--- config.mk ---
export PLATFORM = sky130hd
export DESIGN_NAME = lsu_load_align
export DESIGN_NICKNAME = d
export VERILOG_FILES = /design/src/verilog/axil_pkg.sv /design/src/verilog/lsu_pkg.sv /design/src/verilog/lsu_load_align.sv
export VERILOG_INCLUDE_DIRS = /design/src /design/src/verilog
export SDC_FILE = /design/constraint.sdc
export NUM_CORES = 1
export LEC_CHECK = 0
export BUFFER_PORTS_ARGS = -buffer_cell sky130_fd_sc_hd__buf_2
export CAP_MARGIN = 20
export CORE_UTILIZATION = 40
export CTS_CLUSTER_DIAMETER = 200
export DETAILED_ROUTE_END_ITERATION = 16
export HOLD_SLACK_MARGIN = 0.05
export PLACE_DENSITY = 0.64
export RECOVER_POWER = 25
export SYNTH_ARGS = -nofsm -noshare
export SYNTH_HDL_FRONTEND = slang
export SYNTH_SLANG_ARGS = --single-unit
--- constraint.sdc ---
create_clock -name i_aclk -period 2.2 [get_ports i_aclk]
set_input_delay 0.33 -clock i_aclk [delete_from_list [all_inputs] [get_ports i_aclk]]
set_output_delay 0.33 -clock i_aclk [all_outputs]
set_load 0.05 [all_outputs]
--- src/verilog/dmem_params.svh ---
// Width, depth and base address macros for the data memory subsystem
`ifndef DMEM_PARAMS_SVH
`define DMEM_PARAMS_SVH

// Bus widths
`define DMEM_DATA_W 64
`define DMEM_ADDR_W 32
`define DMEM_STRB_W (`DMEM_DATA_W / 8)

// Data SRAM window, depth counted in 64-bit words
`define DMEM_DEPTH 512
`define DMEM_BASE 32'h8000_0000

`endif

--- src/verilog/axil_pkg.sv ---
// AXI-lite response codes, protection field type and default protection value
package axil_pkg;

  // Response codes, EXOKAY is not used by a lite slave
  typedef enum logic [1:0] {
    RESP_OKAY   = 2'b00,
    RESP_SLVERR = 2'b10,
    RESP_DECERR = 2'b11
  } resp_t;

  // Protection bits {instruction, non-secure, privileged}
  typedef logic [2:0] prot_t;

  // Unprivileged secure data access
  localparam prot_t PROT_DATA = 3'b000;

endpackage

--- src/verilog/lsu_pkg.sv ---
// Load/store operation encoding and access size type
package lsu_pkg;

  // Bit 3 store, bit 2 unsigned load, bits 1:0 log2 of the byte count
  typedef enum logic [3:0] {
    LB  = 4'b0000,
    LH  = 4'b0001,
    LW  = 4'b0010,
    LD  = 4'b0011,
    LBU = 4'b0100,
    LHU = 4'b0101,
    LWU = 4'b0110,
    SB  = 4'b1000,
    SH  = 4'b1001,
    SW  = 4'b1010,
    SD  = 4'b1011
  } mem_op_t;

  // Access size as log2 of the byte count
  typedef enum logic [1:0] {
    SIZE_B = 2'd0,
    SIZE_H = 2'd1,
    SIZE_W = 2'd2,
    SIZE_D = 2'd3
  } size_t;

endpackage

--- src/verilog/lsu_load_align.sv ---
// Load alignment stage: byte extraction, sign or zero extension, response register
`include "dmem_params.svh"

module lsu_load_align (
  input  logic                    i_aclk,
  input  logic                    i_rst_n,
  // From master stage
  input  logic                    i_s2_valid,
  output logic                    o_s2_ready,
  input  logic [`DMEM_DATA_W-1:0] i_s2_rdata,
  input  axil_pkg::resp_t         i_s2_resp,
  input  lsu_pkg::size_t          i_s2_size,
  input  logic                    i_s2_signed,
  input  logic [2:0]              i_s2_byte_off,
  input  logic                    i_s2_is_store,
  // Core response
  output logic                    o_rsp_valid,
  input  logic                    i_rsp_ready,
  output logic [`DMEM_DATA_W-1:0] o_rsp_rdata,
  output logic                    o_rsp_err
);

  logic                    s2_fire;
  logic [`DMEM_DATA_W-1:0] shifted;
  logic [`DMEM_DATA_W-1:0] extended;

  assign o_s2_ready = !o_rsp_valid || i_rsp_ready;
  assign s2_fire    = i_s2_valid && o_s2_ready;

  // Addressed bytes moved down to lane 0
  assign shifted = i_s2_rdata >> {i_s2_byte_off, 3'b000};

  always_comb begin
    case (i_s2_size)
      lsu_pkg::SIZE_B:
        extended = {{(`DMEM_DATA_W-8){i_s2_signed & shifted[7]}}, shifted[7:0]};
      lsu_pkg::SIZE_H:
        extended = {{(`DMEM_DATA_W-16){i_s2_signed & shifted[15]}}, shifted[15:0]};
      lsu_pkg::SIZE_W:
        extended = {{(`DMEM_DATA_W-32){i_s2_signed & shifted[31]}}, shifted[31:0]};
      default:
        extended = shifted;
    endcase
    // Stores answer with zero data
    if (i_s2_is_store) begin
      extended = '0;
    end
  end

  // ------------------------------------------------------------
  // Response register
  // ------------------------------------------------------------
  always_ff @(posedge i_aclk) begin
    if (!i_rst_n) begin
      o_rsp_valid <= 1'b0;
    end else if (s2_fire) begin
      o_rsp_valid <= 1'b1;
    end else if (i_rsp_ready) begin
      o_rsp_valid <= 1'b0;
    end
  end

  always_ff @(posedge i_aclk) begin
    if (s2_fire) begin
      o_rsp_rdata <= extended;
      o_rsp_err   <= (i_s2_resp != axil_pkg::RESP_OKAY);
    end
  end

endmodule

==> results of run 1 <==
-- Yosys cell counts, drive strengths merged (8+ instances only) --
master,instances
nor2,10
o211ai,9
or2,8
nor2b,11
nand2,51
a21oi,15
and2,9
a31oi,16
mux2i,46
o21ai,13
buf,38
o2bb2ai,10
clkbuf,11
nand2b,11
mux2,14
mux4,23
edfxtp,65
a41oi,32
-- worst reg2reg max path: stages, from the launching register on --
cell and delay (ns):
dfxtp_1 0.31, nand2b_1 0.09, and2_4 0.39, buf_4 0.30
-- state kept, by name (all words and copies together) (netlist names) --
name / cells
o_rsp_err: 1
o_rsp_rdata: 64
o_rsp_valid: 1
-- final timing paths --
| path | from | to | slack, ns | cells past startpoint |
|---|---|---|---|---|
| setup / recovery | i_s2_byte_off[0] | o_rsp_rdata[26] | 0.43 | 6 |
| hold / removal | i_rst_n | o_rsp_valid | 0.25 | 2 |
| setup reg to reg | o_rsp_valid | o_rsp_rdata[10] | 0.81 | 3 |
| hold reg to reg | o_rsp_valid | o_rsp_valid | 0.53 | 2 |
-- logic make-up after synthesis --
group	count (synthesis)
and+or+nand+nor	114
DFF	66
muxes	83
buffers and inverters	53
AOI/OAI and AO/OA	102
-- per-stage QoR --
step / util (%) / setup WS (ns) / instances
after global placement: 48.3 / 0.107 / 690
after floorplan: - / 0.214 / 418
after global routing: 50.3 / 0.342 / 706
after CTS: 50.5 / 0.459 / 706
after detailed placement: 48.3 / 0.107 / 690
final: 50.3 / 0.427 / 706
-- routing by layer --
metal	wire [µm]	share of wire [%]
met5	0	0
met3	1050	7.3
met2	6840	48
met4	219	1.5
met1	6190	43
-- final cells by class --
class,count,area share [%]
sequential,66,32.8
timing repair buffer,174,16.7
clock inverter,5,0.520
clock buffer,11,3.87
inverter,4,0.250
tap,147,3.06
multi-input combinational,299,42.8
-- report_power, final --
| group | leakage [nW] | switching, mW | internal [mW] | total (mW) |
|---|---|---|---|---|
| logic | 1.57 | 0.748 | 0.379 | 1.13 |
| registers | 0.656 | 0.0250 | 1.50 | 1.52 |
| clock network | 0.129 | 0.545 | 0.759 | 1.30 |
==> results summary, run 1 <==
The number of antenna diodes in the final layout is 0. The synthesized netlist cell count came out at 418. The fraction of met3 tracks used by global routing came out at 4.75%. The via count of the first global-routing pass came to 3918. Sorting the synthesized cells by area gives the leading types as edfxtp_1 (40%), mux4_2 (9.7%), mux2i_1 (9.4%). In this run the tightest slew margin relative to its limit is 59.4%.

The total global routing overflow came out at 0. The capturing element type of the critical path is a register. The number of setup buffers added after CTS is 0. After synthesis the netlist holds a flip-flop and latch count of 66.

The number of nets at the end of the flow came out at 631. Setup repair after global routing left no endpoint under its margin. The total count of max-transition violations in the final report is 0. Global routing used 37.6% of the available met2 tracks. The number of primary I/O pins is 144. The remaining number of nets flagged by the antenna check after routing is 0.

The count of synthesis-stage warnings from yosys came out at 0. At the later pin of the worst-skew pair, clock insertion delay measures 0.33 ns. The sequential-to-total area share from yosys stat is 40.3%. The combined area of all synthesized cells is 0.00489 mm². During placement, the flow inserted port buffers numbering 143. The power density over cell area is 657 mW/mm².

For this run, the top clock speed supported by timing is 564 MHz. The stage delay of the slowest cell on the critical path is 0.55 ns. The critical setup path kind is input pin to register. Summing the areas of all fa, ha and maj instances in the mapped netlist gives 0% of the synthesized area. The post-route clock skew is 0.00493 ns. In the routed layout, each cell is associated on average with a via count of 5.88. The worst-case IR drop observed on VDD is 0.305 mV.

The endpoint required time on the critical path is 2.26 ns. After routing the design area is 0.00602 mm². The kind of launch point of the worst setup path is an input pin.

The multi-input combinational cells in the finished layout cover a total of 0.00257 mm². The standard cell area after detailed placement came out at 0.00578 mm². The row count is 40.

The die footprint is 0.0127 mm². The first-pass GRT wire length is 21800 µm. The worst hold slack after final layout is 0.247 ns.

Yosys mapped a number of flops with a built-in enable equal to 65. The post-synthesis average cell area came out at 11.7 µm². The pin count of the biggest net entering global routing is 57. TritonCTS built the clock tree. The share of the synthesized area in compound gates (AO/OA/AOI/OAI) is 17.4%. Counting along the longest clock path gives a buffer depth of 2.

The number of fill cells came out at 1099. By area, the combinational part of the netlist is dominated by multiplexers. The number of antenna violations at the first check in global routing came out at 0.

The height of the chip is 113 µm. The slowest stage of the critical path is the mux4_2 cell. The detailed-route DRC error count came out at 0.

The wire-length estimate of the detail-placed layout is 10600 µm. The signal on the critical path passes through buf_2 -> buf_12 -> mux4_2 -> and2_1 -> o21ai_0 -> a31oi_1. The final layout contains routed wiring with a total length of 14300 µm.

The fraction of registers with async set or reset after synthesis is 0%. The die width is 113 µm. In this run, post-CTS repair resized a total of 0 instances. In the final routed layout, each cell accounts on average for 20.2 µm.

The post-synthesis cell type count came out at 43. The total CTS buffers came out at 9. In this run the most used layer during global routing was met2. The clock transition at the register clock pins on the worst setup and hold paths after CTS came out at 0.05 ns. The global routing met1 resource utilization came out at 30.9%. The iteration count of the initial detailed-routing pass came out at 5. The classification of the worst-slack hold path is input pin to register. The setup TNS is 0 ns. The top flip-flop cell by instance count after synthesis is edfxtp_1. The critical path contains buffers and inverters numbering 2 combined.

The number of clock sinks seen by CTS came out at 66. The setup-violating endpoint count in the final report came out at 0. The sequential cells in the finished layout cover a total of 0.00197 mm². Global routing consumed, over all layers together, 23.1% of the routing resources. The share of post-route cells with drive strength above 1 is 40.1%.

The number of DRC violations after detailed-routing iteration 0 came out at 310. The peak fanout along the critical path came out at 53. The hold buffer count at cts came out at 0. The clock tree root buffer cell is clkbuf_16.

The library cell used most frequently in the layout, excluding fill and tap cells, is buf_2. The sum of internal, switching and leakage power came out at 3.95 mW. The actual transition at the worst max-transition pin is 0.612 ns. The core area came out at 0.0120 mm². Detailed routing inserted a total of 4153 vias.

The minimum period implied by the final worst setup slack is 1.77 ns. The total count of hold-check failures in the final report is 0. The H-tree depth reported by CTS came out at 3.

The static power due to leakage came out at 2.35 nW. The top-area cell type share of the netlist area came out at 39.9%. The flow ran to the end, and the final reports show no timing, DRC or antenna violations. The congestion estimate from routability-driven global placement came to 0.910.

The net count of the mapped netlist came out at 495. In the layout the commonest cells are buf_2 (120), edfxtp_1 (65), nand2_1 (51). The xor/xnor cell area share of the yosys netlist came out at 0%. Compared with the post-synthesis result, the final layout area differs by 23.1%.

The proportion of synthesized area in mux cells came out at 23.4%. The data arrival at the endpoint of the critical path is 1.83 ns. The share of the cycle needed by the critical path after routing came out at 80.6%. The effective utilization at floorplan came out at 40.9%.

Broken down by cell family, the worst path's largest delay share belongs to multiplexers. The count of maximum capacitance violations came out at 0. The share of synthesized cell area in and, or, nand and nor gates came out at 11.7%.

Summed over all instances, the cell type with the most area after synthesis is edfxtp_1.
No activity file was read; power rests on OpenSTA's default activity.
==> inputs of run 2 (changes only) <==
Clock period 2.2 ns to 1.5 ns, I/O delays scaled along.
==> results summary, run 2 (synthesis gave the netlist of run 1 again) <==
The die footprint is 0.0127 mm². The largest registers in the layout are o_rsp_rdata (64), o_rsp_err (1), o_rsp_valid (1). The die is 113 µm tall. The minimum period implied by the final worst setup slack came out at 1.49 ns. In this run the power spent charging and discharging nets is 1.99 mW. The wire-length estimate of the detail-placed layout is 12000 µm. The run finished with clean final reports. The number of flip-flops under the largest register name is 64. The total CTS buffers came out at 9. Setup repair after global routing could not meet its margin everywhere. TritonCTS built the clock tree.

Clock tree synthesis selected as its root buffer the cell clkbuf_16. The static power due to leakage is 3.01 nW. The iteration count of the initial detailed-routing pass came out at 5.

The maximum buffer depth of the clock tree is 2. Net switching is 31.8% of the power. The die width came out at 113 µm. The standard cell area after detailed placement came out at 0.00653 mm². Leaving out fill and tap cells, the most frequent cell in the layout is buf_2. The first global-routing pass estimated 23900 µm of wire. The utilization after layout is 60.4%. The critical path is of the input pin to register type. The internal portion of the total power is 4.28 mW. The cell family contributing the most delay on the critical path is multiplexers. The number of DRC violations after detailed-routing iteration 0 is 353. The sum of internal, switching and leakage power came out at 6.27 mW.

The classification of the worst-slack hold path is input pin to register. The number of clock sinks seen by CTS came out at 66. The register with the highest flop count is o_rsp_rdata. The detailed-route wire length per cell came out at 20.4 µm. The core region is 0.0120 mm². The setup TNS came out at 0 ns.

The worst setup path is captured at a register. The actual transition at the worst max-transition pin came out at 0.325 ns. CTS built an H-tree with a depth of 3. The detailed-route DRC error count is 0. The post-route clock skew is 0.00296 ns. The clock transition at the register clock pins on the worst setup and hold paths after CTS came out at 0.05 ns. The critical path contains buffers and inverters numbering 2 combined. Using the TritonRoute via totals, the vias-per-cell ratio works out to 5.77. The weighted congestion at the end of routability-driven global placement came out at 0.911. The via count of the first global-routing pass came out at 4499.

The peak fanout along the critical path is 7. The clock network latency to the later pin of the worst-skew pair came out at 0.33 ns. Among all stages on the critical path, the largest delay is contributed by mux4_2. Traced cell by cell, the critical path runs through buf_8 -> mux4_2 -> a22o_4 -> nand3b_4 -> clkbuf_16 -> a41oi_2.

The count of buffers added on input and output ports is 143. The total count of max-transition violations in the final report came out at 0. The number of nets at the end of the flow came out at 728. The total count of hold-check failures in the final report came out at 0. The remaining number of nets flagged by the antenna check after routing came out at 0.

The pin count of the biggest net entering global routing is 38. The filler cells instantiated in the layout total 980. The area taken by flip-flops and latches came out at 0.00197 mm². The cell area after layout is 0.00722 mm². The share of the cycle needed by the critical path after routing came out at 99.4%. The area added between synthesis and finish is 47.8%.

The hold buffer count at cts came out at 0. The global-route total usage across every layer is 25.1%. The highest attainable clock frequency came out at 671 MHz. The setup-violating endpoint count in the final report came out at 0. The worst max-slew margin expressed relative to the limit is 77.7%.

The stage delay of the slowest cell on the critical path is 0.53 ns. Max-cap violations in this run came to 0. In this run, the clock network consumes 32.2% of the power. The share of post-route cells with drive strength above 1 is 57.2%. The worst setup path is launched from an input pin. The row count came out at 40. The via count is 4637.

The share of total power dissipated in combinational logic is 32.0%. The power density over cell area came out at 868 mW/mm². The overall routed net length is 16400 µm. The number of antenna violations at the first check in global routing is 0. Summing all multi-input logic gate instances after layout gives 0.00279 mm². The peak supply drop is 0.529 mV. The relative contribution of sequential cells to total power is 35.8%.

The endpoint required time on the critical path came out at 1.57 ns. Pin placement for this block handled 144 I/O pins. The effective utilization at floorplan is 40.9%. The top cell types in the final layout, fill and taps aside, are buf_2 (140), buf_4 (101), edfxtp_1 (65).

The data arrival at the endpoint of the critical path came out at 1.56 ns. The total global routing overflow came out at 0. The final antenna diode count is 0.
==> run 2: cell types whose count changed in the layout (fill, tap and decap cells not counted), sizes merged <==
| cell | change |
|---|---|
| bufbuf | +1 |
| clkbuf | -20 |
| buf | +116 |
| clkinvlp | -1 |
| bufinv | +1 |
==> run 2: final timing paths <==
check / startpoint / end / slack (ns) / depth (start not counted)
worst max-delay path: i_s2_byte_off[0] / o_rsp_rdata[46] / 0.009 / 6
worst min-delay path: i_rst_n / o_rsp_valid / 0.14 / 2
worst max register to register: o_rsp_valid / o_rsp_rdata[14] / 0.32 / 3
worst min register to register: o_rsp_valid / o_rsp_valid / 0.51 / 2
==> run 2: timing repair <==
action,4_1_cts,5_1_grt
setup endpoints to repair,22,45
resized for setup,7,44
setup buffers,1,14
pin swaps,2,15
hold endpoints to repair,0,0
gates cloned,1,3
==> run 2: layer usage <==
metal  wire length (µm)  track usage (%)  part of all wire, %
met1               6920             33.2                   42
met2               7940             42.0                   48
met3               1130             4.16                  6.9
met4                413             8.27                  2.5
met5                  0                0                    0
==> run 2: power groups by stage <==
stage,Clock [mW],Combinational (mW),Sequential (mW)
2_1_floorplan,0,0.735,2.75
3_3_place_gp,0,1.85,2.28
3_5_place_dp,0,1.87,2.28
4_1_cts,2.05,1.90,2.25
5_1_grt,2.11,2.10,2.25
6_report,2.02,2.00,2.24
==> run 2: per-stage QoR <==
step                setup WS (ns)  std cells  hold slack, ns
floorplan                 -0.0719        418           0.353
global route              -0.0211        803           0.142
detailed placement         -0.399        769           0.479
finish                    0.00858        803           0.142
global placement           -0.391        769           0.468
CTS                      -0.00280        787           0.131
==> run 2: area by class of cell <==
| type | count | share of cell area [%] |
|---|---|---|
| clock buffer | 11 | 3.22 |
| clock inverter | 5 | 0.658 |
| inverter | 4 | 0.208 |
| multi-input combinational | 299 | 38.6 |
| sequential | 66 | 27.3 |
| tap | 147 | 2.55 |
| timing repair buffer | 271 | 27.5 |
