<file path="src/verilog/dmem_params.svh">
// Width, depth and base address macros for the data memory subsystem
`ifndef DMEM_PARAMS_SVH
`define DMEM_PARAMS_SVH

// Bus widths
`define DMEM_DATA_W 64
`define DMEM_ADDR_W 32
`define DMEM_STRB_W (`DMEM_DATA_W / 8)

// Data SRAM window, depth counted in 64-bit words
`define DMEM_DEPTH 512
`define DMEM_BASE 32'h8000_0000

`endif

</file>
<file path="src/verilog/axil_pkg.sv">
// AXI-lite response codes, protection field type and default protection value
package axil_pkg;

  // Response codes, EXOKAY is not used by a lite slave
  typedef enum logic [1:0] {
    RESP_OKAY   = 2'b00,
    RESP_SLVERR = 2'b10,
    RESP_DECERR = 2'b11
  } resp_t;

  // Protection bits {instruction, non-secure, privileged}
  typedef logic [2:0] prot_t;

  // Unprivileged secure data access
  localparam prot_t PROT_DATA = 3'b000;

endpackage

</file>
<file path="src/verilog/lsu_pkg.sv">
// Load/store operation encoding and access size type
package lsu_pkg;

  // Bit 3 store, bit 2 unsigned load, bits 1:0 log2 of the byte count
  typedef enum logic [3:0] {
    LB  = 4'b0000,
    LH  = 4'b0001,
    LW  = 4'b0010,
    LD  = 4'b0011,
    LBU = 4'b0100,
    LHU = 4'b0101,
    LWU = 4'b0110,
    SB  = 4'b1000,
    SH  = 4'b1001,
    SW  = 4'b1010,
    SD  = 4'b1011
  } mem_op_t;

  // Access size as log2 of the byte count
  typedef enum logic [1:0] {
    SIZE_B = 2'd0,
    SIZE_H = 2'd1,
    SIZE_W = 2'd2,
    SIZE_D = 2'd3
  } size_t;

endpackage

</file>
<file path="src/verilog/lsu_axil_master.sv">
// AXI-lite master stage: one read or write per request, misaligned bypass
`include "dmem_params.svh"

module lsu_axil_master (
  input  logic                    i_aclk,
  input  logic                    i_rst_n,
  // From request stage
  input  logic                    i_s1_valid,
  output logic                    o_s1_ready,
  input  logic [`DMEM_ADDR_W-1:0] i_s1_addr,
  input  logic [`DMEM_DATA_W-1:0] i_s1_wdata,
  input  logic [`DMEM_STRB_W-1:0] i_s1_strb,
  input  logic                    i_s1_is_store,
  input  lsu_pkg::size_t          i_s1_size,
  input  logic                    i_s1_signed,
  input  logic [2:0]              i_s1_byte_off,
  input  logic                    i_s1_misal,
  // AXI-lite master
  output logic                    o_awvalid,
  input  logic                    i_awready,
  output logic [`DMEM_ADDR_W-1:0] o_awaddr,
  output axil_pkg::prot_t         o_awprot,
  output logic                    o_wvalid,
  input  logic                    i_wready,
  output logic [`DMEM_DATA_W-1:0] o_wdata,
  output logic [`DMEM_STRB_W-1:0] o_wstrb,
  input  logic                    i_bvalid,
  output logic                    o_bready,
  input  axil_pkg::resp_t         i_bresp,
  output logic                    o_arvalid,
  input  logic                    i_arready,
  output logic [`DMEM_ADDR_W-1:0] o_araddr,
  output axil_pkg::prot_t         o_arprot,
  input  logic                    i_rvalid,
  output logic                    o_rready,
  input  logic [`DMEM_DATA_W-1:0] i_rdata,
  input  axil_pkg::resp_t         i_rresp,
  // To load alignment stage
  output logic                    o_s2_valid,
  input  logic                    i_s2_ready,
  output logic [`DMEM_DATA_W-1:0] o_s2_rdata,
  output axil_pkg::resp_t         o_s2_resp,
  output lsu_pkg::size_t          o_s2_size,
  output logic                    o_s2_signed,
  output logic [2:0]              o_s2_byte_off,
  output logic                    o_s2_is_store
);

  typedef enum logic [2:0] {
    ST_IDLE, ST_WR_ISSUE, ST_WR_RESP, ST_RD_ISSUE, ST_RD_DATA, ST_HOLD
  } state_t;

  state_t                  state_q;
  logic                    aw_done_q;
  logic                    w_done_q;
  logic [`DMEM_ADDR_W-1:0] addr_q;
  logic [`DMEM_DATA_W-1:0] wdata_q;
  logic [`DMEM_STRB_W-1:0] strb_q;
  logic                    s1_fire;
  logic                    aw_fire;
  logic                    w_fire;
  logic                    b_fire;
  logic                    ar_fire;
  logic                    r_fire;

  assign o_s1_ready = (state_q == ST_IDLE);
  assign s1_fire    = i_s1_valid && o_s1_ready;
  assign aw_fire    = o_awvalid && i_awready;
  assign w_fire     = o_wvalid && i_wready;
  assign b_fire     = i_bvalid && o_bready;
  assign ar_fire    = o_arvalid && i_arready;
  assign r_fire     = i_rvalid && o_rready;

  // aw and w raised together, each dropped after its own handshake
  assign o_awvalid = (state_q == ST_WR_ISSUE) && !aw_done_q;
  assign o_wvalid  = (state_q == ST_WR_ISSUE) && !w_done_q;
  assign o_bready  = (state_q == ST_WR_RESP);
  assign o_arvalid = (state_q == ST_RD_ISSUE);
  assign o_rready  = (state_q == ST_RD_DATA);
  assign o_awaddr  = addr_q;
  assign o_araddr  = addr_q;
  assign o_wdata   = wdata_q;
  assign o_wstrb   = strb_q;
  assign o_awprot  = axil_pkg::PROT_DATA;
  assign o_arprot  = axil_pkg::PROT_DATA;
  assign o_s2_valid = (state_q == ST_HOLD);

  // ------------------------------------------------------------
  // Transfer FSM
  // ------------------------------------------------------------
  always_ff @(posedge i_aclk) begin
    if (!i_rst_n) begin
      state_q   <= ST_IDLE;
      aw_done_q <= 1'b0;
      w_done_q  <= 1'b0;
    end else begin
      case (state_q)
        ST_IDLE: begin
          if (s1_fire) begin
            if (i_s1_misal) begin
              state_q <= ST_HOLD;
            end else if (i_s1_is_store) begin
              state_q <= ST_WR_ISSUE;
            end else begin
              state_q <= ST_RD_ISSUE;
            end
          end
        end
        ST_WR_ISSUE: begin
          if ((aw_done_q || aw_fire) && (w_done_q || w_fire)) begin
            state_q   <= ST_WR_RESP;
            aw_done_q <= 1'b0;
            w_done_q  <= 1'b0;
          end else begin
            aw_done_q <= aw_done_q || aw_fire;
            w_done_q  <= w_done_q || w_fire;
          end
        end
        ST_WR_RESP:  if (b_fire) state_q <= ST_HOLD;
        ST_RD_ISSUE: if (ar_fire) state_q <= ST_RD_DATA;
        ST_RD_DATA:  if (r_fire) state_q <= ST_HOLD;
        ST_HOLD:     if (i_s2_ready) state_q <= ST_IDLE;
        default:     state_q <= ST_IDLE;
      endcase
    end
  end

  // Request payload and collected response
  always_ff @(posedge i_aclk) begin
    if (s1_fire) begin
      addr_q        <= i_s1_addr;
      wdata_q       <= i_s1_wdata;
      strb_q        <= i_s1_strb;
      o_s2_is_store <= i_s1_is_store;
      o_s2_size     <= i_s1_size;
      o_s2_signed   <= i_s1_signed;
      o_s2_byte_off <= i_s1_byte_off;
      o_s2_rdata    <= '0;
      o_s2_resp     <= i_s1_misal ? axil_pkg::RESP_SLVERR : axil_pkg::RESP_OKAY;
    end
    if (b_fire) begin
      o_s2_resp <= i_bresp;
    end
    if (r_fire) begin
      o_s2_rdata <= i_rdata;
      o_s2_resp  <= i_rresp;
    end
  end

  a_aw_hold: assert property (@(posedge i_aclk) disable iff (!i_rst_n)
    o_awvalid && !i_awready |=> o_awvalid && $stable(o_awaddr));

endmodule

</file>
<file path="config.mk">
export PLATFORM = sky130hd
export DESIGN_NAME = lsu_axil_master
export DESIGN_NICKNAME = d
export VERILOG_FILES = /design/src/verilog/axil_pkg.sv /design/src/verilog/lsu_pkg.sv /design/src/verilog/lsu_axil_master.sv
export VERILOG_INCLUDE_DIRS = /design/src /design/src/verilog
export SDC_FILE = /design/constraint.sdc
export NUM_CORES = 1
export LEC_CHECK = 0
export BUFFER_PORTS_ARGS = -buffer_cell sky130_fd_sc_hd__buf_2
export CORE_AREA = 2 2 161 163
export DETAILED_ROUTE_END_ITERATION = 8
export DIE_AREA = 0 0 163 165
export GPL_ROUTABILITY_DRIVEN = 1
export PLACE_DENSITY_LB_ADDON = 0.2
export SYNTH_ARGS = -nofsm -noshare
export SYNTH_HDL_FRONTEND = slang
export SYNTH_SLANG_ARGS = --single-unit
</file>
<file path="constraint.sdc">
create_clock -name i_aclk -period 7.8 [get_ports i_aclk]
set_clock_uncertainty 0.2 [all_clocks]
set_input_delay 1.17 -clock i_aclk [delete_from_list [all_inputs] [get_ports i_aclk]]
set_output_delay 1.17 -clock i_aclk [all_outputs]
set_load 0.03 [all_outputs]
</file>
==> results of run 1 <==
-- cells in the mapped netlist, types with 2 or more instances --
cell type | number | area [um2]
o21ai_0 | 5 | 25.0
nand2b_1 | 2 | 12.5
nand2_1 | 2 | 7.51
and2_1 | 68 | 425
a31oi_1 | 2 | 12.5
mux2i_1 | 3 | 30.0
inv_1 | 3 | 11.3
edfxtp_1 | 177 | 5320
buf_6 | 3 | 33.8
dfxtp_1 | 5 | 100
clkbuf_2 | 3 | 15.0
buf_2 | 3 | 15.0
o22ai_1 | 2 | 12.5
buf_4 | 38 | 285
nor2_1 | 9 | 33.8
nor2b_1 | 2 | 12.5
-- routing by layer --
metal / global-route usage, % / share of wire, % / up-vias
met5: 0 / 0.050 / -
met4: 3.86 / 1.2 / 2
met3: 5.90 / 9.9 / 17
met2: 22.1 / 50 / 232
met1: 14.6 / 38 / 1938
li1: - / - / 1968
-- final timing paths --
kind | start | end | slack (ps) | depth (start not counted)
worst max-delay path | i_s1_valid | o_s2_rdata[36] | 4340 | 5
worst max register to register | state_q[0] | o_s2_rdata[36] | 4680 | 4
worst min-delay path | aw_done_q | aw_done_q | 340 | 2
worst min register to register | aw_done_q | aw_done_q | 340 | 2
-- sequential cells by signal (all words and copies together) (netlist names), 2 cells and up --
name,cells
state_q,3
o_s2_size,2
o_wstrb,8
o_araddr,32
o_wdata,64
o_s2_rdata,64
o_s2_resp,2
o_s2_byte_off,3
-- logic make-up after synthesis --
logic type | share of synthesized area (%)
AOI/OAI and AO/OA | 1.82
buffers and inverters | 5.56
DFF | 83.6
muxes | 0.464
other | 0.0579
and+or+nand+nor | 8.52
-- tightest hold or removal path: stages (launching register included) --
cell     delay, ps
dfxtp_1        380
a31oi_1         60
nor2_1          70
-- where the power goes --
group / internal, W / total [W] / switching [W]
Combinational: 0.000176 / 0.000736 / 0.000560
Clock: 0.000456 / 0.000858 / 0.000402
Sequential: 0.00128 / 0.00133 / 0.0000494
Total: 0.00191 / 0.00292 / 0.00101
-- metrics by stage --
stage	instances	cell area [um2]	worst slack, ps	power, W
5_1_grt	1067	9190	4160	0.00306
6_report	1067	9190	4340	0.00292
2_1_floorplan	347	6500	2070	0.00187
4_1_cts	1067	9190	4290	0.00297
3_5_place_dp	1036	8600	3840	0.00210
3_3_place_gp	1036	8600	3830	0.00210
-- final cells by class --
type,instances,area [um2]
timing repair buffer,406,2040
inverter,3,11.3
sequential,182,5420
clock inverter,14,163
fill,2503,15800
clock buffer,17,425
tap,330,413
multi-input combinational,115,724
==> results by group, run 1 <==
Finish
  • Number of antenna diodes: 0
  • Commonest cells after routing, fill and taps aside: 404 x buf_2, 177 x edfxtp_1, 67 x and2_1
  • Final Core Density: 36.7%
  • Commonest non-fill, non-tap cell in the layout: buf_2
  • Layout cells sized above 1: 60.2%
  • Nets: 914
  • P&R area growth vs syn: 41.8%

Drt
  • DR pass1 iterations: 4
  • Residual DRC count: 0
  • Routed wire length: 18200 um
  • Drt wl/cell: 17.0 um
  • Routed via count: 4157
  • Iteration-0 DRC count of the detailed router: 171
  • Post-DRT Antenna Nets: 0
  • Vias/cell: 3.90

Timing
  • Final period utilization: 44.4%
  • Worst slew pin tran: 804 ps
  • Unrepaired setup endpoints after global routing: no
  • Post-layout min period: 3460 ps
  • Hold WS: 344 ps
  • Rel. slew slack: 46.4%
  • Slew Limit Fails: 0
  • Setup violators final: 0
  • Fin. Hold Viols: 0
  • Fmax: 289 MHz
  • Sum of negative setup slack: 0 ps

Worst setup path
  • CP Capture Type: register
  • Top cell family by delay on the critical path: simple AND/OR/NAND/NOR gates
  • Critical Path Fanout Max: 57
  • Startpoint types: primary input
  • Worst Setup Path Type: primary input to register
  • Worst Path Required: 7650 ps
  • Worst path max stage delay: 660 ps
  • Buf/Inv on CP: 2
  • CP cell instances: buf_2 > nor2b_1 > and2_4 > or2_2 > buf_4
  • Arr. time, crit path: 3310 ps
  • CP max-delay cell: and2_4

Logic synthesis
  • Main synth FF type: edfxtp_1
  • Synth cell types: 31
  • EDFF count, synth: 177
  • Synth Warn #: 0
  • Synth Cell Area: 6480 um2
  • Sequential fraction of the synthesis area: 83.6%
  • Synth Register Bits: 182
  • Mapped Cells: 342
  • Synthesized area per cell: 18.9 um2
  • Post-synth ARST share: 0%

Floorplanning
  • Core ar.: 25000 um2
  • Chip Height: 165 um
  • FP Rows: 58
  • Top Ports: 411
  • Die area: 26900 um2
  • Die X-Extent: 163 um
  • Initial Utilization: 25.9%

Clock tree
  • CTS tree: yes
  • CTS sink cnt: 182
  • Longest Clk Path Bufs: 2
  • Root buffer cell: clkbuf_16
  • Clk_lat worst skew: 420 ps
  • CTS Hold Bufs: 0
  • Max H-tree Level: 4
  • CTS Buf Count: 17
  • Post-CTS Setup Bufs: 0
  • Cts repair resizes: 0
  • Clk slew on worst S/H paths: 70 ps

Pwr
  • Pwr Density: 318 nW/um2
  • VDD IR max: 0.000101 V
  • Static Leak: 3.99 nW

Placement
  • RePlAce Congestion: 0.722
  • Port bufs: 404
  • DPL Wire Length: 13900 um

Worst hold path
  • Hold Path Class: register to register

GRT
  • Overflow after GRT: 0
  • Initial antenna violation count: 2
  • GR Util All Layers: 13.0%
  • Pin count of the biggest net entering global routing: 69
  • First-pass GRT wire length: 25300 um
  • Vias in the first global route: 4103

Flow run
  • Max Cap Viol: 0

Status
  • Status: complete, no violations
(Power assumes the default switching activity.)
==> run 2: changes to the inputs <==
==> constraint.sdc (replaced) <==
create_clock -name i_aclk -period 2.8 [get_ports i_aclk]
set_clock_uncertainty 0.2 [all_clocks]
set_input_delay 0.42 -clock i_aclk [delete_from_list [all_inputs] [get_ports i_aclk]]
set_output_delay 0.42 -clock i_aclk [all_outputs]
set_load 0.03 [all_outputs]
==> run 2 against run 1 <==
- via count rose by 12%
- design area rose by 13%
- critical endpoint is now o_awvalid
- worst hold slack got worse by 280 ps
- die area did not move
- total power rose to 2.9 times the previous value
- non-clock buffer count rose by 113
- critical path depth fell by 2
- clock power rose to 2.9 times the previous value
- count of clock-buffer cells in the layout rose by 1
- highest routed layer unchanged
==> results by group, run 2 (synthesized netlist as in run 1, its figures left out) <==
Pwr
  • Clock share of power: 29.6% (was 29.4%)
  • Sw Ratio: 34.2% (was 34.6%)
  • VDD IR max: 0.000372 V (was 0.000101 V)
  • Seq pwr share: 43.9% (was 45.4%)
  • Static Leak: 4.48 nW (was 3.99 nW)
  • Comb pwr share: 26.5% (was 25.2%)
  • Pwr Density: 811 nW/um2 (was 318 nW/um2)
  • Int Pwr: 0.00553 W (was 0.00191 W)
  • Psw: 0.00288 W (was 0.00101 W)

Timing
  • Setup violators final: 0 (unchanged)
  • Worst slew pin tran: 663 ps (was 804 ps)
  • Slew Limit Fails: 0 (unchanged)
  • Fmax: 412 MHz
  • Sum of negative setup slack: 0 ps (unchanged)
  • Final period utilization: 86.7%
  • Rel. slew slack: 55.8% (was 46.4%)
  • Post-layout min period: 2430 ps
  • Fin. Hold Viols: 0 (unchanged)
  • Worst Setup Slack, final: 373 ps (was 4340 ps)
  • Unrepaired setup endpoints after global routing: no (unchanged)

Floorplanning
  • Top Ports: 411 (unchanged)
  • Die X-Extent: 163 um (unchanged)
  • Chip Height: 165 um (unchanged)
  • FP Rows: 58 (unchanged)
  • Initial Utilization: 25.9% (unchanged)
  • Core ar.: 25000 um2 (unchanged)
  • Die area: 26900 um2 (unchanged)

Finish
  • P&R area growth vs syn: 59.9% (was 41.8%)
  • Commonest cells after routing, fill and taps aside: 404 x buf_2, 177 x edfxtp_1, 111 x dlygate4sd3_1 (was 404 x buf_2, 177 x edfxtp_1, 67 x and2_1)
  • Layout cells sized above 1: 52.4% (was 60.2%)
  • Commonest non-fill, non-tap cell in the layout: buf_2 (unchanged)
  • Nets: 1027 (was 914)
  • Final Core Density: 41.4% (was 36.7%)

Drt
  • Residual DRC count: 0 (unchanged)
  • Vias/cell: 3.93 (was 3.90)
  • Drt wl/cell: 16.7 um (was 17.0 um)
  • Routed via count: 4646 (was 4157)
  • DR pass1 iterations: 4 (unchanged)
  • Routed wire length: 19800 um (was 18200 um)
  • Iteration-0 DRC count of the detailed router: 212 (was 171)
  • Post-DRT Antenna Nets: 0 (unchanged)

Worst setup path
  • Critical Path Fanout Max: 15 (was 57)
  • Worst Path Required: 2180 ps (was 7650 ps)
  • Startpoint types: register (was primary input)
  • Arr. time, crit path: 1810 ps (was 3310 ps)
  • CP Capture Type: output port (was register)
  • Worst path max stage delay: 610 ps (was 660 ps)
  • Buf/Inv on CP: 1 (was 2)
  • Worst Setup Path Type: register to output port (was primary input to register)
  • Top cell family by delay on the critical path: flip-flops (was simple AND/OR/NAND/NOR gates)
  • CP max-delay cell: dfxtp_1 (was and2_4)
  • CP cell instances: or3b_1 > nor2_1 > buf_2 (was buf_2 > nor2b_1 > and2_4 > or2_2 > buf_4)

GRT
  • Vias in the first global route: 4689 (was 4103)
  • Overflow after GRT: 0 (unchanged)
  • Initial antenna violation count: 5 (was 2)
  • GR Util All Layers: 14.0% (was 13.0%)
  • Pin count of the biggest net entering global routing: 112 (was 69)
  • First-pass GRT wire length: 27500 um (was 25300 um)

Placement
  • Port bufs: 404 (unchanged)
  • RePlAce Congestion: 0.759 (was 0.722)
  • Setup WS pre-CTS: 737 ps (was 3840 ps)
  • DPL Wire Length: 14300 um (was 13900 um)

Worst hold path
  • Hold Path Class: primary input to register (was register to register)

Clock tree
  • Clk_lat worst skew: 420 ps (about the same)
  • CTS Buf Count: 17 (unchanged)
  • Max H-tree Level: 4 (unchanged)
  • CTS tree: yes (unchanged)
  • CTS sink cnt: 182 (unchanged)
  • Clk slew on worst S/H paths: 80 ps (was 70 ps)
  • Root buffer cell: clkbuf_16 (unchanged)
  • Longest Clk Path Bufs: 2 (unchanged)

Flow run
  • Max Cap Viol: 0 (unchanged)

Status
  • Status: complete, no violations (unchanged)
## run 2: through the flow
stage          power [W]  hold WS, ps  instances  cell area, um2
3_3_place_gp     0.00588          352       1038            8630
6_report         0.00841         66.3       1183           10400
2_1_floorplan    0.00519          282        347            6500
5_1_grt          0.00879         43.6       1182           10400
3_5_place_dp     0.00589          331       1038            8630
4_1_cts          0.00855         36.5       1181           10400
## run 2: final cells by class
class,instances,area [um2]
diodes,2,5.00
clock buffers,18,429
clock inverters,14,185
fillers,2385,14700
inverters,3,11.3
multi-input cells,115,727
flip-flops and latches,182,5420
well taps,330,413
repair buffers,519,3180
## run 2: final timing paths
check | from | end | slack, ps | cells past startpoint
max | state_q[0] | o_awvalid | 370 | 3
min | i_rdata[20] | o_s2_rdata[20] | 70 | 2
max reg2reg | state_q[0] | o_wdata[22] | 790 | 3
min reg2reg | aw_done_q | aw_done_q | 350 | 2
## run 2: power by group through the flow
| stage | clock network, W | registers [W] | logic, W |
|---|---|---|---|
| 3_5_place_dp | 0 | 0.00375 | 0.00214 |
| 4_1_cts | 0.00259 | 0.00370 | 0.00227 |
| 3_3_place_gp | 0 | 0.00375 | 0.00213 |
| 6_report | 0.00249 | 0.00369 | 0.00223 |
| 5_1_grt | 0.00270 | 0.00374 | 0.00235 |
| 2_1_floorplan | 0 | 0.00459 | 0.000598 |
## run 2: layer usage
metal  part of all wire [%]  track usage [%]  wire (um)  vias to the layer above
met5                   0.21                0         41                        -
met4                    1.3             4.55        248                        6
met3                    9.6             5.98       1900                       22
met2                     52             25.1      10300                      237
met1                     37             14.9       7260                     2180
li1                       -                -          -                     2201
## run 2: repair_timing
action,4_1_cts,5_1_grt
hold buffers,111,0
setup buffers,0,0
hold endpoints to repair,111,0
gates resized for setup,0,0
==> run 3: changes to the inputs <==
--- a/config.mk
+++ b/config.mk
@@ -6,10 +6,11 @@
 export SDC_FILE = /design/constraint.sdc
 export NUM_CORES = 1
 export LEC_CHECK = 0
+export ABC_AREA = 1
 export BUFFER_PORTS_ARGS = -buffer_cell sky130_fd_sc_hd__buf_2
-export CORE_AREA = 2 2 161 163
+export CORE_AREA = 2 2 159 161
 export DETAILED_ROUTE_END_ITERATION = 8
-export DIE_AREA = 0 0 163 165
+export DIE_AREA = 0 0 161 163
 export GPL_ROUTABILITY_DRIVEN = 1
 export PLACE_DENSITY_LB_ADDON = 0.2
 export SYNTH_ARGS = -nofsm -noshare
==> run 3 against run 2 <==
- worst hold slack lost 9.9 ps
- core utilization grew 1.6 points
- count of clock-buffer cells in the layout is the same
- clock power shrank 7%
- design area grew 2.4%
- setup slack gained 360 ps
- flip-flop and latch count is the same
- critical endpoint is now o_araddr[28]
- largest power group unchanged
==> results by group, run 3 <==
Status
  • Status: complete, no violations (unchanged)

Finish
  • Layout cells sized above 1: 52.8% (was 52.4%)
  • Layout filler cell count: 2383 (was 2385)
  • Commonest non-fill, non-tap cell in the layout: buf_2 (unchanged)
  • Storage cell area: 5420 um2 (about the same)
  • Cell Count, Final, Fillers Out: 1271 (was 1183)
  • P&R area growth vs syn: 59.1% (was 59.9%)
  • Final Core Density: 43.0% (was 41.4%)
  • Area occupied by multi-input gates: 678 um2 (was 727 um2)
  • Number of antenna diodes: 0 (was 2)
  • Nets: 1117 (was 1027)
  • Commonest cells after routing, fill and taps aside: 404 x buf_2, 177 x edfxtp_1, 111 x dlygate4sd3_1 (unchanged)

Floorplanning
  • FP Rows: 58 (unchanged)
  • Die X-Extent: 161 um (was 163 um)
  • Die area: 26200 um2 (was 26900 um2)
  • Initial Utilization: 27.0% (was 25.9%)
  • Top Ports: 411 (unchanged)
  • Chip Height: 163 um (was 165 um)
  • Core ar.: 24700 um2 (was 25000 um2)

Timing
  • Setup violators final: 0 (unchanged)
  • Worst slew pin tran: 608 ps (was 663 ps)
  • Fin. Hold Viols: 0 (unchanged)
  • Unrepaired setup endpoints after global routing: no (unchanged)
  • Fmax: 483 MHz (was 412 MHz)
  • Post-layout min period: 2070 ps (was 2430 ps)
  • Slew Limit Fails: 0 (unchanged)
  • Final period utilization: 74.0% (was 86.7%)
  • Rel. slew slack: 59.4% (was 55.8%)

Worst setup path
  • Worst Path Required: 2710 ps (was 2180 ps)
  • CP Capture Type: register (was output port)
  • Critical Path Fanout Max: 15 (unchanged)
  • Startpoint types: register (unchanged)
  • Arr. time, crit path: 1980 ps (was 1810 ps)
  • Worst Setup Path Type: register to register (was register to output port)

Logic synthesis
  • Sequential fraction of the synthesis area: 81.2% (was 83.6%)
  • Most area-hungry cell type in the Yosys netlist: edfxtp_1 (unchanged)
  • Area contributors post-synth: edfxtp_1 80%, buf_4 4.3%, inv_1 4.1%, nor2_2 3.3%, nor2_1 2.5% (was edfxtp_1 82%, and2_1 6.6%, buf_4 4.4%, dfxtp_1 1.5%, nor2_1 0.52%)
  • Synth Register Bits: 182 (unchanged)
  • Post-synth ARST share: 0% (unchanged)
  • Main synth FF type: edfxtp_1 (unchanged)
  • Yosys top cell area share: 79.7% (was 82.0%)
  • Synth Warn #: 0 (unchanged)
  • Mapped Cells: 426 (was 342)
  • Most frequent cells after synthesis: 177 x edfxtp_1, 73 x inv_1, 45 x nor2_1 (was 177 x edfxtp_1, 68 x and2_1, 38 x buf_4)
  • Most frequent cell after synthesis: edfxtp_1 (unchanged)
  • Synthesized area per cell: 15.7 um2 (was 18.9 um2)
  • EDFF count, synth: 177 (unchanged)
  • Synth cell types: 24 (was 31)
  • Synth Cell Area: 6670 um2 (was 6480 um2)

Clock tree
  • Max H-tree Level: 4 (unchanged)
  • CTS tree: yes (unchanged)
  • Clk_lat worst skew: 420 ps (about the same)
  • CTS Buf Count: 17 (unchanged)
  • Post-CTS Setup Bufs: 0 (unchanged)
  • Clk slew on worst S/H paths: 80 ps (about the same)
  • Longest Clk Path Bufs: 2 (unchanged)
  • Root buffer cell: clkbuf_16 (unchanged)
  • Cts repair resizes: 0 (unchanged)
  • CTS sink cnt: 182 (unchanged)

GRT
  • GRT busiest layer: met2 (unchanged)
  • Routing usage on met3: 4.94% (was 5.98%)
  • M2 GR Usage: 25.6% (was 25.1%)
  • Vias in the first global route: 4969 (was 4689)
  • Overflow after GRT: 0 (unchanged)
  • GR Util All Layers: 14.5% (was 14.0%)
  • Initial antenna violation count: 0 (was 5)
  • Pin count of the biggest net entering global routing: 65 (was 112)
  • Met1 Use GR: 16.2% (was 14.9%)
  • First-pass GRT wire length: 28200 um (was 27500 um)

Drt
  • Iteration-0 DRC count of the detailed router: 228 (was 212)
  • Post-DRT Antenna Nets: 0 (unchanged)
  • Routed wire length: 19900 um (was 19800 um)
  • Residual DRC count: 0 (unchanged)
  • Vias/cell: 3.89 (was 3.93)
  • Drt wl/cell: 15.7 um (was 16.7 um)
  • DR pass1 iterations: 4 (unchanged)
  • Routed via count: 4941 (was 4646)

Worst hold path
  • Hold Path Class: primary input to register (unchanged)

Placement
  • DPL Wire Length: 14800 um (was 14300 um)
  • Placed cells: 1128 (was 1038)
  • RePlAce Congestion: 0.794 (was 0.759)
  • Port bufs: 404 (unchanged)

Flow run
  • Max Cap Viol: 0 (unchanged)

Pwr
  • Final Power: 0.00994 W (was 0.00841 W)
  • VDD IR max: 0.000412 V (was 0.000372 V)
  • Pwr Density: 937 nW/um2 (was 811 nW/um2)
  • Static Leak: 4.85 nW (was 4.48 nW)
## run 3: kinds of logic (layout without fill, tap and decap cells)
logic type / count (synthesis) / after routing / synth area share (%)
buffers and inverters: 121 / 631 / 9.49
other: 1 / 6 / 0.0562
and+or+nand+nor: 113 / 113 / 8.44
DFF: 182 / 182 / 81.2
AOI/OAI and AO/OA: 9 / 9 / 0.844
## run 3: report_power, final
part           internal, W  leakage [nW]  switching, W  total, W
registers          0.00388          1.73      0.000222   0.00410
logic             0.000915          2.86       0.00261   0.00352
clock network      0.00118         0.273       0.00113   0.00232
## run 3: through the flow
stage	setup WS [ps]	TNS, ps	hold slack, ps	instance area [um2]
final	728	0	56.4	10600
after CTS	659	0	15.0	10600
after floorplan	-295	-32710	319	6730
after global routing	580	0	44.0	10600
after detailed placement	676	0	370	8940
after global placement	679	0	381	8940
## run 3: layout make-up
type,instances,area share (%)
Clock buffer,18,4.04
Clock inverter,14,1.29
Inverter,76,2.76
Multi-Input combinational cell,128,6.39
Sequential cell,182,51.1
Tap cell,330,3.89
Timing Repair Buffer,523,30.6
## run 3: repair_timing
item	4_1_cts	5_1_grt
endpoints found under the setup margin	0	0
endpoints found under the hold margin	110	1
hold buffers	110	1
## run 3: final timing paths
kind | from | end | slack [ps] | cells past startpoint
worst min-delay path | i_rst_n | state_q[0] | 60 | 3
worst min register to register | aw_done_q | w_done_q | 370 | 2
worst max-delay path | state_q[0] | o_araddr[28] | 730 | 6
worst max register to register | state_q[0] | o_araddr[28] | 730 | 6
## run 3: worst max-delay path: stages, from the launching register on
cell     delay [ps]
dfxtp_4         380
inv_4            70
nand2_4          60
nor2_4          130
inv_2            70
nor2_4          490
buf_4           340
## run 3: per-layer routing
layer | part of all wire [%] | up-vias
met5 | 0 | -
met4 | 2.6 | 0
met3 | 7.7 | 22
met2 | 51 | 234
met1 | 38 | 2305
li1 | - | 2380
